## src/logic/lsu_pkg.sv

```systemverilog
// ------------------
// shared definitions for the load/store unit
// widths, RAM geometry, operation and
// exception cause encodings
// ------------------

package lsu_pkg;

  // ------------------
  // widths
  // ------------------
  // data and address width
  localparam int unsigned XLen = 32;

  // bytes per data word
  localparam int unsigned BeW = XLen / 8;

  // scoreboard tag carried with each request
  localparam int unsigned TransIdW = 3;

  // ------------------
  // data RAM geometry
  // ------------------
  localparam int unsigned RamWords = 256;

  // word address into the RAM
  localparam int unsigned RamAddrW = 8;

  // bytes reachable in the RAM, any higher address bit is a fault
  localparam int unsigned ByteAddrW = 10;

  // ------------------
  // operations
  // ------------------
  // loads first, then stores
  typedef enum logic [3:0] {
    LB  = 4'd0,
    LBU = 4'd1,
    LH  = 4'd2,
    LHU = 4'd3,
    LW  = 4'd4,
    SB  = 4'd5,
    SH  = 4'd6,
    SW  = 4'd7
  } lsu_op_e;

  // ------------------
  // exception causes
  // ------------------
  // encodings follow the privileged spec mcause values
  typedef enum logic [3:0] {
    LD_ADDR_MISALIGNED = 4'd4,
    LD_ACCESS_FAULT    = 4'd5,
    ST_ADDR_MISALIGNED = 4'd6,
    ST_ACCESS_FAULT    = 4'd7
  } ex_cause_e;

endpackage

```

## src/logic/lsu_store_unit.sv

```systemverilog
// ------------------
// store path
// lane placement, RAM write request,
// registered store response
// ------------------

module lsu_store_unit (
  input  logic                          clk_i,
  input  logic                          rst_ni,
  input  logic                          valid_i,
  input  logic [lsu_pkg::XLen-1:0]      addr_i,
  input  logic [lsu_pkg::BeW-1:0]       be_i,
  input  logic [lsu_pkg::XLen-1:0]      wdata_i,
  input  logic [lsu_pkg::TransIdW-1:0]  trans_id_i,
  input  logic                          ex_valid_i,
  input  lsu_pkg::ex_cause_e            ex_cause_i,
  output logic                          ram_we_o,
  output logic [lsu_pkg::BeW-1:0]       ram_be_o,
  output logic [lsu_pkg::XLen-1:0]      ram_wdata_o,
  output logic                          store_valid_o,
  output logic [lsu_pkg::TransIdW-1:0]  store_trans_id_o,
  output logic                          store_ex_valid_o,
  output lsu_pkg::ex_cause_e            store_ex_cause_o,
  output logic [lsu_pkg::XLen-1:0]      store_ex_tval_o
);

  import lsu_pkg::*;

  // byte and half word data sits in the low bits of the operand
  assign ram_wdata_o = wdata_i << {addr_i[1:0], 3'b000};
  assign ram_be_o    = be_i;

  // a faulting store never touches the RAM
  assign ram_we_o = valid_i && !ex_valid_i;

  // ------------------
  // response register
  // ------------------
  always_ff @(posedge clk_i or negedge rst_ni) begin
    if (!rst_ni) begin
      store_valid_o    <= 1'b0;
      store_ex_valid_o <= 1'b0;
    end else begin
      store_valid_o    <= valid_i;
      store_ex_valid_o <= valid_i && ex_valid_i;
    end
  end

  always_ff @(posedge clk_i) begin
    store_trans_id_o <= trans_id_i;
    store_ex_cause_o <= ex_cause_i;
    store_ex_tval_o  <= addr_i;
  end

endmodule

```

## config.mk

```make
export PLATFORM = sky130hd
export DESIGN_NAME = lsu_store_unit
export DESIGN_NICKNAME = d
export VERILOG_FILES = /design/src/logic/lsu_pkg.sv /design/src/logic/lsu_store_unit.sv
export SDC_FILE = /design/constraint.sdc
export NUM_CORES = 1
export LEC_CHECK = 0
export BUFFER_PORTS_ARGS = -buffer_cell sky130_fd_sc_hd__buf_2
export CAP_MARGIN = 20
export CORE_ASPECT_RATIO = 1.25
export CORE_MARGIN = 1
export CORE_UTILIZATION = 36
export CTS_BUF_LIST = sky130_fd_sc_hd__clkbuf_4 sky130_fd_sc_hd__clkbuf_8 sky130_fd_sc_hd__clkbuf_16
export DETAILED_ROUTE_END_ITERATION = 6
export GPL_ROUTABILITY_DRIVEN = 0
export PLACE_DENSITY = 0.87
export RECOVER_POWER = 50
export SYNTH_ARGS = -nofsm -noshare
export SYNTH_HDL_FRONTEND = slang
export SYNTH_SLANG_ARGS = --single-unit
```

## constraint.sdc

```tcl
create_clock -name clk_i -period 1.52 [get_ports clk_i]
set_input_delay 0.228 -clock clk_i [delete_from_list [all_inputs] [get_ports clk_i]]
set_output_delay 0.228 -clock clk_i [all_outputs]
set_load 0.05 [all_outputs]
```

# Word-level counts from Yosys, hierarchy flattened
# Index checks and enable logic that the tools add are counted.
[op_classes] bitwise=0 n_addsub=0 order_cmp=0 n_mul=0 eq_ne=0 div_mod_pow=0 shift=1 reduce_logical=3 muxes=0
[ops] operator="32-bit by 5-bit << shifter with 32-bit output" n=1
[ops] operator="1-bit logical AND" n=2
[ops] operator="1-bit zero test" n=1
[word_totals] elab_cells=9 romBits=0 mem_count=0 register_bits=41 ramBits=0 latchBits=0

# Depth between registers and ports, before layout
[logic_depth] word_depth=2 depth_mapped=4 mapped_depth_nobuf=2

# Least setup slack after synthesis
# No wires, ideal clock.
[synth_timing] path_type="input to output" startpoint="input port addr_i[1] (netlist name)" endpoint="output port ram_wdata_o[24] (netlist name)" path_slack_ps=-172 arrival_ps=1464 path_buffers=2 required_ps=1292 cell_stages=3 path_cell_list="buf_4 > buf_2 > mux2i_1"
[synth_between] elab_chain_cells=1
[synth_lines] item="start, declared" line="lsu_store_unit.sv:11" text="input logic [lsu_pkg::XLen-1:0] addr_i,"
[synth_lines] item="32-bit by 5-bit << shifter with 32-bit output" line="lsu_store_unit.sv:30" text="assign ram_wdata_o = wdata_i << {addr_i[1:0], 3'b000};"
[synth_lines] item="end, declared" line="lsu_store_unit.sv:19" text="output logic [lsu_pkg::XLen-1:0] ram_wdata_o,"
# Every way passes these cells.

# Final worst setup path
[layout_timing] startpoint="input port addr_i[0] (netlist name)" endpoint="output port ram_wdata_o[27] (netlist name)"
# The elaborated chain is that of the path after synthesis.

==> flow_summary.yaml <==
outcome:
  outcome: "complete, no violations"
timing:
  finalCritPeriodShare_pct: 91.1
  post-route-min-period_ns: 1.39
  setup_viol_count_final: 0
  fmax_mhz: 722
  hold_viol_final: 0
  worstMarginPinSlew_ns: 0.614
  slew_viol_final: 0
  rsz0062_at_grt: "false"
  relSlewSlack_pct: 59.3
synthesis:
  ys_types: 13
  synth.largest_area_cell: "dfxtp_1"
  async_flop_share_pct: 4.88
  ys_seq_area_share_pct: 58.4
  syn_nets: 191
  synthAdderAreaFrac_pct: 0
  synth_cells: 112
  synthMuxAreaShare_pct: 22.5
  yosys_warnings: 0
  synth_area_mm2: 0.00142
  synth-compound-area-share_pct: 4.93
  synth.most_common_cell: "dfxtp_1"
  synth_enable_flop_cells: 0
  synth_xor_area_share_pct: 0
  synthSimpleGateAreaFrac_pct: 7.21
  synth_common_cells: "dfxtp_1, mux2i_1, and2_1, nor2_1, o2bb2ai_1"
  avgSynthCellArea_um2: 12.7
  ys_seq_elements: 41
  synth-main-ff-cell: "dfxtp_1"
  synth_top_family_by_area: "multiplexers"
  yosys.area.top_type_share_pct: 54.9
  yosys-top-cells-area: "dfxtp_1, mux2i_1, o2bb2ai_1, and2_1, dfrtp_1"
cts:
  cts_tree: "yes"
  numCtsBuffers: 5
  root_buffer: "clkbuf_8"
  path_clk_slew_ns: 0.07
  cts.sinks: 41
  clk_path_buf_depth: 2
  htreeDepth: 2
place:
  placed_cell_area_mm2: 0.00219
  portBuffers: 148
  dpl.hpwl_um: 3150
  dpl.cell_count: 307
drt:
  firstDrtPassIters: 4
  drtIter0Drc: 11
  via_per_inst: 4.41
  routed_wl_um: 3760
  routedWlPerCell_um: 11.9
  remaining_drc_errors: 0
  drtAntennaViolNets: 0
  vias: 1392
finish:
  multiInputGateArea_um2: 505
  antenna_cells: 0
  finalInstanceArea_mm2: 0.00230
  stdcell_count: 316
  drive_above_1_share_pct: 55.7
  nFillCells: 319
  syn_to_final_growth_pct: 61.5
  final_nets: 340
  seq_area_um2: 831
floorplanning:
  io_pins: 157
  core_area_mm2: 0.00378
  placementRows: 25
  die_x_um: 58.2
  initial_utilization_pct: 37.6
  dieArea_mm2: 0.00421
  dieHeight_um: 72.3
worst_setup_path:
  cp_cell_sequence: "buf_2 > buf_12 > mux2i_1 > mux2i_1 > buf_2"
  cpPeakStageDelay_ns: 0.27
  path_max_fanout: 25
  cp-end-kind: "output pin"
  startpoint_type: "input port"
  required_ns: 1.29
  path_class: "in -> out"
  slowest_stage: "mux2i_1"
  worstPathArrival_ns: 1.16
global_route:
  grt_pass1_wl_um: 5450
  grt_max_degree: 26
  grt-ovfl-total: 0
  track_usage_pct: 16.8
  grt_pass1_vias: 1255
  grt_antenna_before_repair: 0
power_and_ir_drop:
  p_leak_uw: 0.00126
  p_per_area_mw_per_mm2: 1220
  peakVddDrop_v: 0.000406
min_path:
  hp-class: "in -> reg"
run:
  maxCapViolCount: 0
## report_power, final
part           total, µW  switching (µW)  internal [µW]
combinational        797             585            212
sequential          1150            12.4           1130
clock                867             314            552
## cells in the final DEF (no fill, tap or decap), types with 2 or more instances in the layout
master	count
buf_2	132
dfxtp_1	39
mux2i_1	32
clkbuf_1	16
nor2_1	9
and2_1	9
o2bb2ai_1	6
clkbuf_8	6
buf_4	3
nor2b_1	2
o2bb2ai_2	2
dfrtp_1	2
## stage by stage
stage / setup TNS [ns] / power (µW) / hold WS (ns) / setup WS (ns) / util [%]
floorplan: -1.64 / 1770 / -0.0676 / -0.172 / -
global placement: 0 / 1960 / 0.0193 / 0.154 / 57.8
detailed placement: 0 / 1970 / 0.0201 / 0.157 / 57.8
CTS: 0 / 2850 / 0.0377 / 0.152 / 61.2
global route: 0 / 2930 / 0.0324 / 0.0379 / 60.7
finish: 0 / 2810 / 0.0488 / 0.135 / 60.7
## logic make-up after synthesis
logic type / count (synthesis)
muxes: 32
DFF: 41
buffers and inverters: 11
AOI/OAI and AO/OA: 8
and+or+nand+nor: 20
## per-layer routing
| metal | part of all wire (%) | wire (µm) | vias up | track usage (%) |
|---|---|---|---|---|
| met3 | 13 | 505 | 4 | 6.77 |
| met2 | 53 | 1990 | 111 | 33.0 |
| met5 | 0 | 0 | - | 0 |
| met4 | 0.50 | 19 | 0 | 5.56 |
| met1 | 33 | 1250 | 602 | 15.2 |
| li1 | - | - | 675 | - |
## repair_timing
action,CTS,global route
setup buffers,0,0
endpoints found under the hold margin,2,0
hold buffers,1,0
resized for setup,0,0
## state kept, by name (all words and copies together), names as in the netlist
| name | count |
|---|---|
| store_ex_valid_o | 1 |
| store_ex_tval_o | 32 |
| store_valid_o | 1 |
| store_trans_id_o | 3 |
| store_ex_cause_o | 4 |
## path summary, 6_finish.rpt
check                      startpoint             endpoint  cells after the start
max                         addr_i[0]      ram_wdata_o[27]                      5
min                        addr_i[31]  store_ex_tval_o[31]                      1
max in group asynchronous      rst_ni        store_valid_o                      2
min in group asynchronous      rst_ni     store_ex_valid_o                      2
## critical path, delay by kind of cell
| kind | cells | cell delay [ns] |
|---|---|---|
| buffers and inverters | 3 | 0.54 |
| multiplexers | 2 | 0.37 |
## cell type report
cell class                      instances  share of cell area (%)
Multi-Input combinational cell         60                    22.0
Clock buffer                            7                    3.92
Clock inverter                          1                    1.31
Sequential cell                        41                    36.2
Timing Repair Buffer                  153                    33.7
Tap cell                               54                    2.94
Note: power is estimated with default switching activity, not from simulation.
