--- src/logic/lsu_pkg.sv ---
// ------------------
// shared definitions for the load/store unit
// widths, RAM geometry, operation and
// exception cause encodings
// ------------------

package lsu_pkg;

  // ------------------
  // widths
  // ------------------
  // data and address width
  localparam int unsigned XLen = 32;

  // bytes per data word
  localparam int unsigned BeW = XLen / 8;

  // scoreboard tag carried with each request
  localparam int unsigned TransIdW = 3;

  // ------------------
  // data RAM geometry
  // ------------------
  localparam int unsigned RamWords = 256;

  // word address into the RAM
  localparam int unsigned RamAddrW = 8;

  // bytes reachable in the RAM, any higher address bit is a fault
  localparam int unsigned ByteAddrW = 10;

  // ------------------
  // operations
  // ------------------
  // loads first, then stores
  typedef enum logic [3:0] {
    LB  = 4'd0,
    LBU = 4'd1,
    LH  = 4'd2,
    LHU = 4'd3,
    LW  = 4'd4,
    SB  = 4'd5,
    SH  = 4'd6,
    SW  = 4'd7
  } lsu_op_e;

  // ------------------
  // exception causes
  // ------------------
  // encodings follow the privileged spec mcause values
  typedef enum logic [3:0] {
    LD_ADDR_MISALIGNED = 4'd4,
    LD_ACCESS_FAULT    = 4'd5,
    ST_ADDR_MISALIGNED = 4'd6,
    ST_ACCESS_FAULT    = 4'd7
  } ex_cause_e;

endpackage

--- src/logic/lsu_agu.sv ---
// ------------------
// address generation unit
// effective address, byte enables,
// alignment and range checks
// ------------------

module lsu_agu (
  input  lsu_pkg::lsu_op_e             lsu_op_i,
  input  logic [lsu_pkg::XLen-1:0]     operand_a_i,
  input  logic [lsu_pkg::XLen-1:0]     imm_i,
  output logic [lsu_pkg::XLen-1:0]     addr_o,
  output logic [lsu_pkg::BeW-1:0]      be_o,
  output logic                         is_store_o,
  output logic                         ex_valid_o,
  output lsu_pkg::ex_cause_e           ex_cause_o
);

  import lsu_pkg::*;

  logic [XLen-1:0] addr;
  logic [BeW-1:0]  base_be;
  logic            is_half;
  logic            is_word;
  logic            misaligned;
  logic            out_of_range;

  // base plus sign-extended immediate
  assign addr   = operand_a_i + imm_i;
  assign addr_o = addr;

  // ------------------
  // size decode
  // ------------------
  always_comb begin
    base_be    = 4'b0001;
    is_half    = 1'b0;
    is_word    = 1'b0;
    is_store_o = 1'b0;
    case (lsu_op_i)
      LB, LBU: begin
        base_be = 4'b0001;
      end
      LH, LHU: begin
        base_be = 4'b0011;
        is_half = 1'b1;
      end
      LW: begin
        base_be = 4'b1111;
        is_word = 1'b1;
      end
      SB: begin
        base_be    = 4'b0001;
        is_store_o = 1'b1;
      end
      SH: begin
        base_be    = 4'b0011;
        is_half    = 1'b1;
        is_store_o = 1'b1;
      end
      SW: begin
        base_be    = 4'b1111;
        is_word    = 1'b1;
        is_store_o = 1'b1;
      end
      default: begin
        base_be = 4'b0001;
      end
    endcase
  end

  // enables move up with the byte offset
  assign be_o = base_be << addr[1:0];

  // ------------------
  // exception checks
  // ------------------
  assign misaligned   = (is_half && addr[0]) || (is_word && (addr[1:0] != 2'b00));
  assign out_of_range = |addr[XLen-1:ByteAddrW];
  assign ex_valid_o   = misaligned || out_of_range;

  // access fault wins over misalignment
  always_comb begin
    if (out_of_range) begin
      ex_cause_o = is_store_o ? ST_ACCESS_FAULT : LD_ACCESS_FAULT;
    end else begin
      ex_cause_o = is_store_o ? ST_ADDR_MISALIGNED : LD_ADDR_MISALIGNED;
    end
  end

endmodule

--- config.mk ---
export PLATFORM = sky130hd
export DESIGN_NAME = lsu_agu
export DESIGN_NICKNAME = d
export VERILOG_FILES = /design/src/logic/lsu_pkg.sv /design/src/logic/lsu_agu.sv
export SDC_FILE = /design/constraint.sdc
export NUM_CORES = 1
export LEC_CHECK = 0
export ABC_AREA = 1
export BUFFER_PORTS_ARGS = -buffer_cell sky130_fd_sc_hd__buf_2
export CORE_ASPECT_RATIO = 0.5
export CORE_MARGIN = 2
export CORE_UTILIZATION = 35
export DETAILED_ROUTE_END_ITERATION = 12
export GPL_TIMING_DRIVEN = 0
export PLACE_DENSITY = 0.58
export SLEW_MARGIN = 15
export SYNTH_ARGS = -nofsm -noshare
export SYNTH_HDL_FRONTEND = slang
export SYNTH_SLANG_ARGS = --single-unit
--- constraint.sdc ---
create_clock -name vclk -period 2.59
set_input_delay 0.259 -clock vclk [all_inputs]
set_output_delay 0.259 -clock vclk [all_outputs]
set_load 0.01 [all_outputs]
# ---- After elaboration in Yosys (flattened, before gate mapping)
# Cells that the tools add are included.
dict set report classes {
  n_addsub 1
  n_mul 0
  div_mod_pow 0
  n_lt_le_gt_ge 0
  n_eq_ne 6
  shift 1
  muxes 7
  n_bitwise 0
  n_reduce_logical 9
}
# cell count
set op_table {}
lappend op_table {{$add 32x32->32} 1}
lappend op_table {{$reduce_or 22->1} 1}
lappend op_table {{$eq 4x3->1 const B} 4}
lappend op_table {{$eq 4x2->1 const B} 2}
lappend op_table {{$pmux 4 s2} 1}
lappend op_table {{$mux 2} 3}
lappend op_table {{$reduce_or 3->1} 2}
lappend op_table {{$shl 4x2->4} 1}
lappend op_table {{$mux 1} 3}
lappend op_table {{$logic_and 1x1->1} 2}
lappend op_table {{$logic_or 1x1->1} 2}
lappend op_table {{$reduce_bool 2->1} 1}
lappend op_table {{$reduce_or 2->1} 1}
dict set report totals {
  register_bits 0
  latchBits 0
  mem_bits_rw 0
  rom_bits 0
  inputBits 68
  out_inout_bits 42
  elab_cells 24
  memories 0
}

# ---- Depth between registers and ports, before layout
dict set report logic_depth {
  depth_word 6
  mapped_depth 18
  mapped_depth_nobuf 17
}

# ---- Worst setup path after synthesis
# Ideal clock, no wire load.
dict set report synth_timing {
  path_type {input-to-output}
  from {input operand_a_i[0] (netlist name)}
  to {output ex_cause_o[0]}
  arrival_ns 2.014
  t_required_ns 2.331
  path_slack_ns 0.317
  stages 16
  cell_sequence {ha_1 inv_1 fa_1 inv_1 nand3_1 nand3_1 nand2_1 nand2_1 nand2_1 nand2_1 xor2_1 nor2_1 nand3_1 nor2_2 nand2_1 buf_4}
}
dict set report synth_between {
  elab_chain_len 3
}
# element line_no
set synth_rtl {}
lappend synth_rtl {{start: declaration} lsu_agu.sv:9} ;# input logic [lsu_pkg::XLen-1:0] operand_a_i,
lappend synth_rtl {{$add 32x32->32} lsu_agu.sv:28} ;# assign addr = operand_a_i + imm_i;
lappend synth_rtl {{net addr_o, one bit} lsu_agu.sv:11} ;# output logic [lsu_pkg::XLen-1:0] addr_o,
lappend synth_rtl {{$reduce_or 22->1} lsu_agu.sv:78} ;# assign out_of_range = |addr[XLen-1:ByteAddrW];
lappend synth_rtl {{net out_of_range} lsu_agu.sv:25} ;# logic out_of_range;
lappend synth_rtl {{$mux 2} lsu_agu.sv:83} ;# if (out_of_range) begin
lappend synth_rtl {{end: declaration} lsu_agu.sv:15} ;# output lsu_pkg::ex_cause_e ex_cause_o
# The timed path passes the listed nets, and every way through them passes these cells.

# ---- Final worst setup path
dict set report layout_timing {
  from {input imm_i[0] (netlist name)}
  to {output ex_valid_o}
}
dict set report layout_between {
  elab_chain_len 5
  elab_cells_between_ends 7
  classes_between {add/sub: 1; reduce/logical: 6}
}
# element line_no
set layout_rtl {}
lappend layout_rtl {{start: declaration} lsu_agu.sv:10} ;# input logic [lsu_pkg::XLen-1:0] imm_i,
lappend layout_rtl {{$add 32x32->32 (*)} lsu_agu.sv:28}
lappend layout_rtl {{parallel branches: the longest is 3 deep, another holds $reduce_or 22->1} n/a}
lappend layout_rtl {{$logic_or 1x1->1 (*)} lsu_agu.sv:79} ;# assign ex_valid_o = misaligned || out_of_range;
lappend layout_rtl {{end: declaration} lsu_agu.sv:14} ;# output logic ex_valid_o,
# Mark *: on every way between the ends.

==> flow_metrics.env <==
export IMPL_syn_area_per_cell_um2=4.772
export IMPL_ir_worst_vdd_v=0.00009608
export IMPL_rsz0062_at_grt="false"
export IMPL_hold_class="input pin to output port"
export IMPL_critPathArrivalTime_ns=2.16
export IMPL_vias_per_cell=4.529
export IMPL_fin_crit_sh=0.9321
export IMPL_crit_slowest_cell="fa_2"
export IMPL_finalHoldViolations=0
export IMPL_seq_cells=0
export IMPL_dp_hpwl_mm=7.570
export IMPL_synth_cell_types=26
export IMPL_wire_per_inst_um=11.55
export IMPL_area_delta_synth_final_pct=46.37
export IMPL_core_area_um2=7432
export IMPL_worstSetupEndpointType="output port"
export IMPL_leakage_nw=2.346
export IMPL_drive_above_1_share=0.3324
export IMPL_grt_max_degree=7
export IMPL_drtAntennaViolNets=0
export IMPL_fp_dieH_um=66.34
export IMPL_register_area_um2=0
export IMPL_die_x_um=128.7
export IMPL_drc_errors=0
export IMPL_syn_cell_area_um2=2720
export IMPL_multi_input_area_um2=2728
export IMPL_ctsHoldBuffers=0
export IMPL_setup_worst_path_end="ex_valid_o"
export IMPL_final_nets=785
export IMPL_final_area_um2=3981
export IMPL_ys_top_cells_by_area="nand2_1, inv_1, ha_1"
export IMPL_grt_pass1_wl_mm=13.17
export IMPL_seq_area_frac_synth=0
export IMPL_finalWeightedCongestion=0.9040
export IMPL_numPortBuffers=108
export IMPL_yosys_warnings=0
export IMPL_powerDensity_nw_per_um2=255.4
export IMPL_synth_top_area_frac=0.3326
export IMPL_status="completed"
export IMPL_synth_top_area_cell="nand2_1"
export IMPL_dieArea_um2=8536
export IMPL_grt_pass1_vias=2879
export IMPL_hold_ws_ns=0.8596
export IMPL_drtIter0Drc=172
export IMPL_drv_cap=0
export IMPL_critical_path_max_stage_delay_ns=0.34
export IMPL_cpMostUsedCell="nand2_1"
export IMPL_gr_total_overflow=0
export IMPL_maxClockFrequency_ghz=0.4142
export IMPL_finalPower_mw=1.017
export IMPL_grt_total_usage=0.1900
export IMPL_n_antenna_cell=0
export IMPL_start_util=0.3660
export IMPL_criticalPathCategory="input pin to output port"
export IMPL_vias=3528
export IMPL_rows=22
export IMPL_syn_num_nets=670
export IMPL_fin_tns_setup_ns=0
export IMPL_finalCriticalPeriod_ns=2.414
export IMPL_ios=110
export IMPL_synth_cells=570
export IMPL_critical_path_cell_chain="buf_6 -> ha_4 -> inv_2 -> fa_2 -> inv_2 -> nand3_2 -> nand3b_1 -> nand2_1 -> nand2_1 -> nand2_1 -> nand2_2 -> nand2_1 -> nor2_1 -> nand2_1 -> nor2_2 -> nand3_1 -> buf_2"
export IMPL_setup_viol=0
export IMPL_drtPass1Iterations=4
export IMPL_clkbuf_count=0
export IMPL_fillers=844
export IMPL_dpl_cell_area_um2=3381
export IMPL_crit_fanout=3
export IMPL_cp_start_kind="input pin"
export IMPL_worst_ep_required_time_ns=2.33
export IMPL_crit_path_start="imm_i[0]"
export IMPL_antenna_found_initial=0
export IMPL_routed_wl_mm=8.999
export IMPL_drv_slew=0
-- synthesized netlist by cell type --
cell type and count:
ha_1 31, clkinv_1 2, conb_1 2, nor2_1 47, nor2_2 11, nor3_1 1
o211a_1 1, xnor2_1 5, o21ai_0 5, xor2_1 10, or2_1 1, nor3_2 1
nand4_1 8, nand2_1 241, nand3_2 4, inv_1 128, inv_2 5, buf_4 4
nand2_2 6, o211ai_1 1, nand3_1 31, and2_1 2, nand3b_1 5, fa_1 1
a21oi_1 15, o21bai_1 2
-- kinds of logic after synthesis --
logic type	after synthesis	share of synthesized area
XOR/XNOR	15	0.04830
AO/OA/AOI/OAI	24	0.04876
AND/OR/NAND/NOR	358	0.5529
adder cells (fa/ha/maj)	32	0.1500
other	2	0.002761
buffers and inverters	139	0.1973
-- layout by cell type (no fill, tap or decap) --
cell type / count
nand2_1: 216
inv_1: 126
buf_2: 105
nor2_1: 34
nand2_2: 28
nand3_1: 24
ha_4: 24
nor2_2: 18
a21oi_1: 11
xor2_1: 10
buf_4: 9
nand3_2: 8
nand4_1: 8
inv_2: 7
nor2_4: 6
o21ai_0: 5
nand3b_1: 5
a21oi_2: 4
xnor2_1: 4
ha_2: 4
nand2_4: 3
nand3_4: 3
ha_1: 3
buf_6: 3
o21bai_1: 2
clkinv_1: 2
conb_1: 2
or2_4: 1
and2_4: 1
o211ai_1: 1
nor3_4: 1
nor3_1: 1
and2_1: 1
xnor2_2: 1
o211a_1: 1
fa_2: 1
-- through the flow --
step	cells	util	worst slack (ns)
final	779	0.5357	0.1759
after global routing	779	0.5357	0.02411
after CTS	777	0.4709	0.003994
after detailed placement	774	0.4549	-0.2376
after global placement	774	0.4549	-0.2570
after floorplan	570	-	0.3171
-- power breakdown --
| part | total [mW] | switching, mW | internal, mW |
|---|---|---|---|
| registers | 0 | 0 | 0 |
| logic | 1.02 | 0.595 | 0.422 |
| clock network | 0 | 0 | 0 |
-- what timing repair did --
action,CTS,global route
endpoints found under the setup margin,2,2
gates resized for setup,18,98
pin swaps,6,24
setup buffers,3,3
hold endpoints to repair,0,0
-- critical path: cells and delay by family --
kind          cells  cell delay, ns
buf+inv           4            0.34
fa+ha+maj         2            0.47
simple gates     11            1.08
-- area by class of cell --
cell class	instances	share of cell area
inverters	135	0.1273
repair buffers	114	0.1518
plain buffers	3	0.005657
multi-input cells	431	0.6851
well taps	96	0.03017
-- how the worst min path moves through the flow --
| stage | start | to | slack (ns) | cells past startpoint |
|---|---|---|---|---|
| after floorplan | lsu_op_i[2] | is_store_o | 0.66 | 1 |
| after global placement | lsu_op_i[3] | is_store_o | 0.89 | 4 |
| after detailed placement | lsu_op_i[2] | is_store_o | 0.91 | 3 |
| after CTS | imm_i[0] | addr_o[0] | 0.89 | 3 |
| after global routing | operand_a_i[0] | addr_o[0] | 0.88 | 3 |
| final | operand_a_i[0] | addr_o[0] | 0.86 | 3 |
-- routing by layer --
metal / track usage / wire length (um) / vias up / share of wire
met5: 0 / 0 / - / 0
met4: 0.006793 / 29 / 0 / 0.0032
met3: 0.002427 / 350 / 2 / 0.039
met2: 0.3056 / 3859 / 74 / 0.43
met1: 0.2949 / 4759 / 1529 / 0.53
li1: - / - / 1923 / -
Note: power is estimated with default switching activity, not from simulation.
