`src/logic/lsu_pkg.sv`:
```
// ------------------
// shared definitions for the load/store unit
// widths, RAM geometry, operation and
// exception cause encodings
// ------------------

package lsu_pkg;

  // ------------------
  // widths
  // ------------------
  // data and address width
  localparam int unsigned XLen = 32;

  // bytes per data word
  localparam int unsigned BeW = XLen / 8;

  // scoreboard tag carried with each request
  localparam int unsigned TransIdW = 3;

  // ------------------
  // data RAM geometry
  // ------------------
  localparam int unsigned RamWords = 256;

  // word address into the RAM
  localparam int unsigned RamAddrW = 8;

  // bytes reachable in the RAM, any higher address bit is a fault
  localparam int unsigned ByteAddrW = 10;

  // ------------------
  // operations
  // ------------------
  // loads first, then stores
  typedef enum logic [3:0] {
    LB  = 4'd0,
    LBU = 4'd1,
    LH  = 4'd2,
    LHU = 4'd3,
    LW  = 4'd4,
    SB  = 4'd5,
    SH  = 4'd6,
    SW  = 4'd7
  } lsu_op_e;

  // ------------------
  // exception causes
  // ------------------
  // encodings follow the privileged spec mcause values
  typedef enum logic [3:0] {
    LD_ADDR_MISALIGNED = 4'd4,
    LD_ACCESS_FAULT    = 4'd5,
    ST_ADDR_MISALIGNED = 4'd6,
    ST_ACCESS_FAULT    = 4'd7
  } ex_cause_e;

endpackage

```
`src/logic/lsu_load_unit.sv`:
```
// ------------------
// load path
// RAM read request, data extraction,
// sign extension, registered response
// ------------------

module lsu_load_unit (
  input  logic                          clk_i,
  input  logic                          rst_ni,
  input  logic                          valid_i,
  input  lsu_pkg::lsu_op_e              lsu_op_i,
  input  logic [lsu_pkg::XLen-1:0]      addr_i,
  input  logic [lsu_pkg::TransIdW-1:0]  trans_id_i,
  input  logic                          ex_valid_i,
  input  lsu_pkg::ex_cause_e            ex_cause_i,
  input  logic [lsu_pkg::XLen-1:0]      ram_rdata_i,
  output logic                          ram_re_o,
  output logic                          load_valid_o,
  output logic [lsu_pkg::TransIdW-1:0]  load_trans_id_o,
  output logic [lsu_pkg::XLen-1:0]      load_result_o,
  output logic                          load_ex_valid_o,
  output lsu_pkg::ex_cause_e            load_ex_cause_o,
  output logic [lsu_pkg::XLen-1:0]      load_ex_tval_o
);

  import lsu_pkg::*;

  logic                valid_q;
  logic                ex_valid_q;
  lsu_op_e             op_q;
  logic [XLen-1:0]     addr_q;
  logic [TransIdW-1:0] trans_id_q;
  ex_cause_e           ex_cause_q;
  logic [XLen-1:0]     shifted;
  logic [XLen-1:0]     result_d;

  // no read for a faulting load
  assign ram_re_o = valid_i && !ex_valid_i;

  // ------------------
  // wait for RAM data
  // ------------------
  always_ff @(posedge clk_i or negedge rst_ni) begin
    if (!rst_ni) begin
      valid_q    <= 1'b0;
      ex_valid_q <= 1'b0;
    end else begin
      valid_q    <= valid_i;
      ex_valid_q <= valid_i && ex_valid_i;
    end
  end

  always_ff @(posedge clk_i) begin
    op_q       <= lsu_op_i;
    addr_q     <= addr_i;
    trans_id_q <= trans_id_i;
    ex_cause_q <= ex_cause_i;
  end

  // move the addressed lane down to bit 0
  assign shifted = ram_rdata_i >> {addr_q[1:0], 3'b000};

  always_comb begin
    case (op_q)
      LB:      result_d = {{(XLen-8){shifted[7]}}, shifted[7:0]};
      LBU:     result_d = {{(XLen-8){1'b0}}, shifted[7:0]};
      LH:      result_d = {{(XLen-16){shifted[15]}}, shifted[15:0]};
      LHU:     result_d = {{(XLen-16){1'b0}}, shifted[15:0]};
      default: result_d = shifted;
    endcase
    // RAM output is stale on a fault
    if (ex_valid_q) begin
      result_d = '0;
    end
  end

  // ------------------
  // response register
  // ------------------
  always_ff @(posedge clk_i or negedge rst_ni) begin
    if (!rst_ni) begin
      load_valid_o    <= 1'b0;
      load_ex_valid_o <= 1'b0;
    end else begin
      load_valid_o    <= valid_q;
      load_ex_valid_o <= ex_valid_q;
    end
  end

  always_ff @(posedge clk_i) begin
    load_result_o   <= result_d;
    load_trans_id_o <= trans_id_q;
    load_ex_cause_o <= ex_cause_q;
    load_ex_tval_o  <= addr_q;
  end

endmodule

```
`config.mk`:
```
export PLATFORM = sky130hd
export DESIGN_NAME = lsu_load_unit
export DESIGN_NICKNAME = d
export VERILOG_FILES = /design/src/logic/lsu_pkg.sv /design/src/logic/lsu_load_unit.sv
export SDC_FILE = /design/constraint.sdc
export NUM_CORES = 1
export LEC_CHECK = 0
export BUFFER_PORTS_ARGS = -buffer_cell sky130_fd_sc_hd__buf_2
export CAP_MARGIN = 10
export CORE_UTILIZATION = 40
export DETAILED_ROUTE_END_ITERATION = 8
export HOLD_SLACK_MARGIN = 0.02
export PLACE_DENSITY = 0.82
export SYNTH_ARGS = -nofsm -noshare
export SYNTH_HDL_FRONTEND = slang
export SYNTH_SLANG_ARGS = --single-unit
```
`constraint.sdc`:
```
create_clock -name clk_i -period 1.7 [get_ports clk_i]
set_input_delay 0 -clock clk_i [delete_from_list [all_inputs] [get_ports clk_i]]
set_output_delay 0 -clock clk_i [all_outputs]
set_load 0.01 [all_outputs]
```
# --- After elaboration in Yosys (flattened, before gate mapping) ---
# Cells that the tools add are included.
# W data, S select, Z words.
word_totals:
  register_bits: 118
  latch_bits: 0
  ramBits: 0
  romBits: 0
  input_bits: 79
  output_inout_bits: 74
  elab_cells: 21
  memories: 0
op_classes:
  addsub: 0
  mul: 0
  div_mod_pow: 0
  n_lt_le_gt_ge: 0
  eq_ne: 3
  shift: 1
  muxes: 1
  bitwise_logic: 0
  n_reduce_logical: 4
op_table:
  columns: ["op", "n"]
  rows:
  - ["$pmux W32 S4", 1]
  - ["$shr A32 B5 Y32", 1]
  - ["$eq A4 B2 Y1 const B", 2]
  - ["$eq A4 B1 Y1 const B", 1]
  - ["$logic_not A4 Y1", 1]
  - ["$logic_and A1 B1 Y1", 2]
  - ["$logic_not A1 Y1", 1]

# --- Depth between registers and ports, before layout ---
# Gate-level depths: netlist of run 1.
logic_depth:
  word_depth: 2
  depth_mapped: 6
  depth_no_buf: 4

# --- Worst setup path after synthesis of run 1 ---
# Ideal clock, no wire load.
synth_path:
  path_kind: "register to register"
  startpoint: "reg addr_q[0]"
  endpoint: "reg load_result_o[24] (netlist bit)"
  setup_ps: 114
  arrival_ps: 1392
  t_required_ps: 1586
  path_slack_ps: 194
  stages_incl_launch_ff: 6
  path_buffers: 1
  period_less_slack_ps: 1506
  path_cell_list: "dfxtp_1 buf_6 mux2_4 or3_4 o2111a_4 a21o_1"
synth_via:
  elab_chain_len: 2
synth_lines:
  columns: ["item", "line", "text"]
  rows:
  - ["start: declaration", "lsu_load_unit.sv:31", "logic [XLen-1:0] addr_q;"]
  - ["start signal: assignment", "lsu_load_unit.sv:55", "addr_q <= addr_i;"]
  - ["$shr A32 B5 Y32", "lsu_load_unit.sv:61", "assign shifted = ram_rdata_i >> {addr_q[1:0], 3'b000};"]
  - ["$pmux W32 S4", "lsu_load_unit.sv:64", "case (op_q)"]
  - ["end signal: assignment", "lsu_load_unit.sv:91", "load_result_o <= result_d;"]
  - ["end: declaration", "lsu_load_unit.sv:20", "output logic [lsu_pkg::XLen-1:0] load_result_o,"]
# Every way passes these cells.
# A chain may end at the register's enable or synchronous reset.

# --- Worst setup path in the final report of run 1 ---
layout_path:
  startpoint: "reg addr_q[0]"
  endpoint: "reg load_result_o[19] (netlist bit)"
# Same word-level chain as after synthesis.

==> flow_summary.yaml, run 1 <==
timing:
  relSlewSlack_pct: 62.39
  timing.fmax_ghz: 0.6426
  setup-tns-final_ps: 0
  slew_violations: 0
  worstMarginPinSlew_ps: 559.0
  finalSetupViolations: 0
  period_minus_slack_ps: 1556
  final_hold_viols: 0
  grt_setup_unrepaired: "no"
  hold_ws_ps: 30.54
  final.setup.worst_slack_ps: 143.9
  worst_clock_skew_ps: 14.12
  final_period_utilization_pct: 91.54
logic_synthesis:
  synthesis_warnings: 0
  synthDominantCellAreaShare_pct: 72.47
  synth_commonest_cells: "sky130_fd_sc_hd__dfxtp_1 (114), sky130_fd_sc_hd__mux2i_1 (17), sky130_fd_sc_hd__a211oi_1 (14), sky130_fd_sc_hd__o21ai_0 (14)"
  syn_area_per_cell_um2: 13.63
  cell_with_the_most_instances_after_synthesis: "sky130_fd_sc_hd__dfxtp_1"
  post_synth_num_cell_types: 28
  syn-cell-area_mm2: 0.003149
  synth_enable_flop_cells: 0
  syn-num-nets: 310
  postSynthRegisterBits: 118
  synth.yosys.seq_area_share_pct: 75.65
  syn-instance-count: 231
  yosys.area.top_type: "sky130_fd_sc_hd__dfxtp_1"
  synthFlopType: "sky130_fd_sc_hd__dfxtp_1"
  ranking_of_synthesized_cells_by_area: "sky130_fd_sc_hd__dfxtp_1 (72%), sky130_fd_sc_hd__mux2i_1 (5.4%), sky130_fd_sc_hd__a211oi_1 (3.3%), sky130_fd_sc_hd__dfrtp_1 (3.2%), sky130_fd_sc_hd__o21ai_0 (2.2%)"
  postSynth.asyncResetShare_pct: 3.390
setup_path:
  maximum_single_stage_delay_on_the_critical_path_ps: 400
  timing.rr.end: "load_result_o[19]"
  worstSetupPathType: "reg2reg"
  setup.worst_path.end_class: "flop"
  critPathLaunchType: "flop"
  crit_required_ps: 2050
  path_max_fanout: 8
  reg2reg_setup_slack_ps: 140
  crit_chain: "mux2_4 -> or3_4 -> o2111ai_2 -> o21ai_0"
  cp.arrival_ps: 1910
  crit_slowest_cell: "sky130_fd_sc_hd__dfxtp_2"
  worstReg2RegStart: "addr_q[0]"
  rr_worst_depth: 4
die:
  die_height_um: 90.73
  die_w_um: 90.73
  core-area_mm2: 0.007447
  floorplan.io_pins: 153
  placementRows: 31
  design.die.area_mm2: 0.008232
  initial_core_util_pct: 42.29
grt:
  track_usage_pct: 23.43
  first_global_vias: 2992
  initial_antenna_violation_count: 0
  grt-ovfl-total: 0
  grt_pass1_wl_mm: 14.53
  maximum_number_of_pins_on_one_net_before_global_route_repair: 18
power_and_ir_drop:
  vdd.ir_drop.worst_v: 0.0006733
  power.density_cell_area_mw_per_mm2: 1301
  fin_total_pwr_w: 0.006958
  leakage_nw: 2.589
cts:
  cts_htree_levels: 4
  post_cts.repair.setup_buffers: 0
  tritoncts: "yes"
  clk_root_buffer_cell: "sky130_fd_sc_hd__clkbuf_8"
  cts.clk_slew.worst_paths_ps: 60
  clk-insertion-delay-late_ps: 500
  tritoncts_num_sinks: 118
  tritoncts.num_buffers: 17
  cts.path.max_buffers: 2
route:
  drtAntennaViolNets: 0
  detailroute.via_count: 2668
  routed_via_density: 4.561
  detailedRoute.firstIterationViolations: 90
  drt_wl_total_mm: 9.214
  detail_route.wl_per_cell_um: 15.75
  route.detailed.drc: 0
  detail_route.first_pass.iterations: 4
outcome:
  status: "finished clean"
min_path:
  whs_path_depth: 4
  worstHoldStart: "ram_rdata_i[1]"
  timing.hold.worst.class: "in2reg"
  worstHoldEndpoint: "load_result_o[1]"
placement:
  detailed_place_hpwl_mm: 5.858
  place.detailed.instances: 479
  pre_cts_slack_ps: 62.79
  routabilityCongestion: 0.8808
  port-buffer-count: 152
flow_run:
  max-cap-violations: 0
finish:
  nNetsFinal: 552
  num_antenna_cells: 0
  layout-drive-gt1-share_pct: 40.33
  area.growth.synth_to_final_pct: 69.81
  post_layout_nonfiller_instances: 585
per-stage QoR:
| step | utilization, % | cell area [µm²] |
|---|---|---|
| after floorplan | - | 3149 |
| after global placement | 54.20 | 4036 |
| after detailed placement | 54.20 | 4036 |
| after CTS | 71.79 | 5346 |
| after global routing | 71.81 | 5348 |
| final | 71.81 | 5348 |
worst max-delay path: cells and delay by family (launching register included):
kind,cells,cell delay (ps)
compound gates,2,350
flops,1,400
simple gates,1,340
mux,1,330
worst max-delay path by stage:
stage | startpoint | to | slack (ps) | depth (start not counted)
floorplan | addr_q[0] | load_result_o[24] | 190 | 5
global placement | addr_q[0] | load_result_o[27] | 170 | 4
detailed placement | addr_q[0] | load_result_o[19] | 60 | 4
CTS | addr_q[0] | load_result_o[19] | 60 | 4
global route | addr_q[0] | load_result_o[19] | 60 | 5
finish | addr_q[0] | load_result_o[19] | 140 | 4
flip-flops by register name, indices dropped and copies added, names as in the netlist, 3 cells and up:
register	cells
load_ex_tval_o	32
trans_id_q	3
load_result_o	32
op_q	4
addr_q	32
load_trans_id_o	3
ex_cause_q	4
load_ex_cause_o	4
metal layers:
| metal | routed length [µm] | share of wire (%) | track usage (%) | up-vias |
|---|---|---|---|---|
| met3 | 661 | 7.2 | 8.502 | 8 |
| met5 | 0 | 0 | 0 | - |
| met4 | 75 | 0.81 | 7.392 | 0 |
| li1 | - | - | - | 1287 |
| met2 | 4689 | 51 | 42.42 | 131 |
| met1 | 3787 | 41 | 25.16 | 1242 |
cells by family (layout without fill, tap and decap cells):
| logic type | count (synthesis) | in the layout | synth area share, % |
|---|---|---|---|
| DFF | 118 | 118 | 75.65 |
| AOI/OAI and AO/OA | 49 | 49 | 10.49 |
| and+or+nand+nor | 34 | 34 | 5.919 |
| muxes | 19 | 19 | 6.237 |
| buffers and inverters | 11 | 266 | 1.708 |
where the power goes:
part / switching (W) / internal [W] / total, W
logic: 0.000283 / 0.000333 / 0.000616
registers: 0.0000560 / 0.00294 / 0.00300
clock network: 0.00125 / 0.00209 / 0.00334
total: 0.00159 / 0.00537 / 0.00696
cell type report:
cell class	instances	area [µm²]
clock buffers	18	417.9
clock inverters	14	151.4
well taps	99	123.9
inverters	1	3.754
multi-input cells	102	713.2
fillers	525	2100
repair buffers	233	1554
flip-flops and latches	118	2384
repair_timing:
action                                  4_1_cts  5_1_grt
endpoints found under the hold margin        81        0
endpoints found under the setup margin        0       13
hold buffers                                 74        0
gates resized for setup                       0        1
layout by cell type, fill, tap and decap left out, drive strengths merged, types with 2 or more instances in the layout:
master and n:
clkinvlp 3, a21oi 8, nor2b 9, dlygate4sd3 74
and2 7, inv 4, bufinv 2, dfxtp 114
o21ai 15, clkbuf 18, dfrtp 4, a21o 8
nor2 9, buf 159, a211oi 14, or3 2
clkinv 6, mux2i 17, nand2 3, mux2 2
Note: power is estimated with default switching activity, not from simulation.
==> inputs of run 2 (changes only) <==
--- a/config.mk
+++ b/config.mk
@@ -9,6 +9,6 @@
 export CAP_MARGIN = 10
-export CORE_UTILIZATION = 40
+export CORE_UTILIZATION = 23
 export DETAILED_ROUTE_END_ITERATION = 8
 export HOLD_SLACK_MARGIN = 0.02
-export PLACE_DENSITY = 0.82
+export PLACE_DENSITY = 0.57
 export SYNTH_ARGS = -nofsm -noshare
==> constraint.sdc (replaced) <==
create_clock -name clk_i -period 1.7 [get_ports clk_i]
set_input_delay 0.255 -clock clk_i [delete_from_list [all_inputs] [get_ports clk_i]]
set_output_delay 0.255 -clock clk_i [all_outputs]
set_load 0.01 [all_outputs]
==> flow_summary.yaml, run 2 (synthesis gave the netlist of run 1 again) <==
finish:
  biggestRegsByFlops: "addr_q: 32 flops, load_ex_tval_o: 32 flops, load_result_o: 32 flops"
  fill_cells: 1317
  num_antenna_cells: 0
  final_util_pct: 39.05
  ff_latch_area_mm2: 0.002382
  layout.cells.most_common_list: "sky130_fd_sc_hd__buf_2 (152), sky130_fd_sc_hd__dfxtp_1 (114), sky130_fd_sc_hd__dlygate4sd3_1 (45), sky130_fd_sc_hd__mux2i_1 (17), sky130_fd_sc_hd__clkbuf_16 (17)"
  multi_input_area_um2: 715.7
  layout_commonest_cell: "sky130_fd_sc_hd__buf_2"
  nNetsFinal: 525
  layout-drive-gt1-share_pct: 43.14
  area.growth.synth_to_final_pct: 64.84
timing:
  grt_setup_unrepaired: "no"
  final_period_utilization_pct: 92.65
  final.setup.worst_slack_ps: 124.9
  worstMarginPinSlew_ps: 559.0
  timing.fmax_ghz: 0.6349
  worst_clock_skew_ps: 4.119
  relSlewSlack_pct: 62.39
  setup-tns-final_ps: 0
  final_hold_viols: 0
  slew_violations: 0
  period_minus_slack_ps: 1575
  finalSetupViolations: 0
power_and_ir_drop:
  leakage_nw: 2.482
  share_seq_of_total_power_pct: 42.5
  power.net_switching_w: 0.001593
  internal_power_w: 0.005443
  combPwrFrac_pct: 8.0
  switching_share_pct: 22.64
  power.density_cell_area_mw_per_mm2: 1355
  clock_power_share_pct: 49.6
  vdd.ir_drop.worst_v: 0.0006357
route:
  drt_wl_total_mm: 8.615
  drtAntennaViolNets: 0
  detail_route.first_pass.iterations: 4
  detailroute.via_count: 2493
  detailedRoute.firstIterationViolations: 69
  route.detailed.drc: 0
  routed_via_density: 3.926
  detail_route.wl_per_cell_um: 13.57
die:
  die_w_um: 119.0
  core-area_mm2: 0.01330
  die_height_um: 119.0
  floorplan.io_pins: 153
  design.die.area_mm2: 0.01416
  placementRows: 42
  initial_core_util_pct: 23.69
grt:
  maximum_number_of_pins_on_one_net_before_global_route_repair: 25
  grt_pass1_wl_mm: 13.05
  initial_antenna_violation_count: 2
  grt-ovfl-total: 0
  first_global_vias: 2503
  track_usage_pct: 12.73
setup_path:
  crit_chain: "buf_4 -> mux2i_1 -> o2bb2ai_1 -> o2111ai_2 -> o21ai_0"
  crit_required_ps: 1960
  critPathLaunchType: "flop"
  cp.arrival_ps: 1830
  path_max_fanout: 8
  worstSetupPathType: "reg2reg"
  crit_slowest_cell: "sky130_fd_sc_hd__dfxtp_1"
  setup.worst_path.end_class: "flop"
  maximum_single_stage_delay_on_the_critical_path_ps: 370
cts:
  tritoncts_num_sinks: 118
  tritoncts.num_buffers: 17
  cts_htree_levels: 4
  clk-insertion-delay-late_ps: 400
  tritoncts: "yes"
  cts.path.max_buffers: 2
  clk_root_buffer_cell: "sky130_fd_sc_hd__clkbuf_16"
  cts.clk_slew.worst_paths_ps: 50
outcome:
  status: "finished clean"
placement:
  pre_cts_slack_ps: 108.0
  routabilityCongestion: 0.8034
  detailed_place_hpwl_mm: 6.363
  port-buffer-count: 152
min_path:
  timing.hold.worst.class: "in2reg"
flow_run:
  max-cap-violations: 0
[run 2: worst max-delay path, delay by kind of cell (launching register included)]
family	cells	cell delay [ps]
AOI/OAI and AO/OA	3	650
DFF	1	370
muxes	1	240
buffers and inverters	1	170
[run 2: final timing paths]
| path | slack (ps) | endpoint | cells past startpoint | start |
|---|---|---|---|---|
| min reg2reg | 320 | load_ex_tval_o[30] | 0 | addr_q[30] |
| max reg2reg | 120 | load_result_o[16] | 5 | addr_q[0] |
| min in group asynchronous | 190 | load_valid_o | 2 | rst_ni |
| max in group asynchronous | 1390 | load_ex_valid_o | 2 | rst_ni |
| max | 120 | load_result_o[16] | 5 | addr_q[0] |
| min | 90 | ex_valid_q | 2 | ex_valid_i |
[run 2: through the flow]
step                      power [W]  instances  hold slack, ps  instance area, µm²
after global placement     0.003523        556           59.14                4133
after CTS                  0.007140        633           70.11                5174
after global routing       0.007334        635           79.28                5191
after floorplan            0.003250        231          -40.59                3149
final                      0.007036        635           89.26                5191
after detailed placement   0.003534        556           62.24                4133
[run 2: power groups by stage]
stage	registers [W]	clock network [W]	logic, W
2_1_floorplan	0.00310	0	0.000148
3_3_place_gp	0.00304	0	0.000479
3_5_place_dp	0.00305	0	0.000485
4_1_cts	0.00299	0.00358	0.000567
5_1_grt	0.00300	0.00372	0.000612
6_report	0.00299	0.00349	0.000560
[run 2: layer usage]
| metal | track usage [%] | up-vias | wire length, µm |
|---|---|---|---|
| met4 | 4.272 | 2 | 85 |
| met3 | 6.561 | 7 | 666 |
| li1 | - | 1225 | - |
| met5 | 0 | - | 13 |
| met2 | 19.77 | 120 | 3902 |
| met1 | 15.02 | 1139 | 3947 |
[run 2: layout make-up]
| type | count | area share [%] |
|---|---|---|
| clock buffer | 19 | 8.532 |
| timing repair buffer | 206 | 24.63 |
| inverter | 1 | 0.07231 |
| tap | 176 | 4.242 |
| multi-input combinational | 102 | 13.79 |
| clock inverter | 13 | 2.844 |
| sequential | 118 | 45.89 |
[run 2: timing repair]
| item | 4_1_cts | 5_1_grt |
|---|---|---|
| gates resized for setup | 0 | 1 |
| setup endpoints to repair | 0 | 11 |
| hold buffers | 45 | 0 |
| hold endpoints to repair | 48 | 0 |
| setup buffers | 0 | 2 |
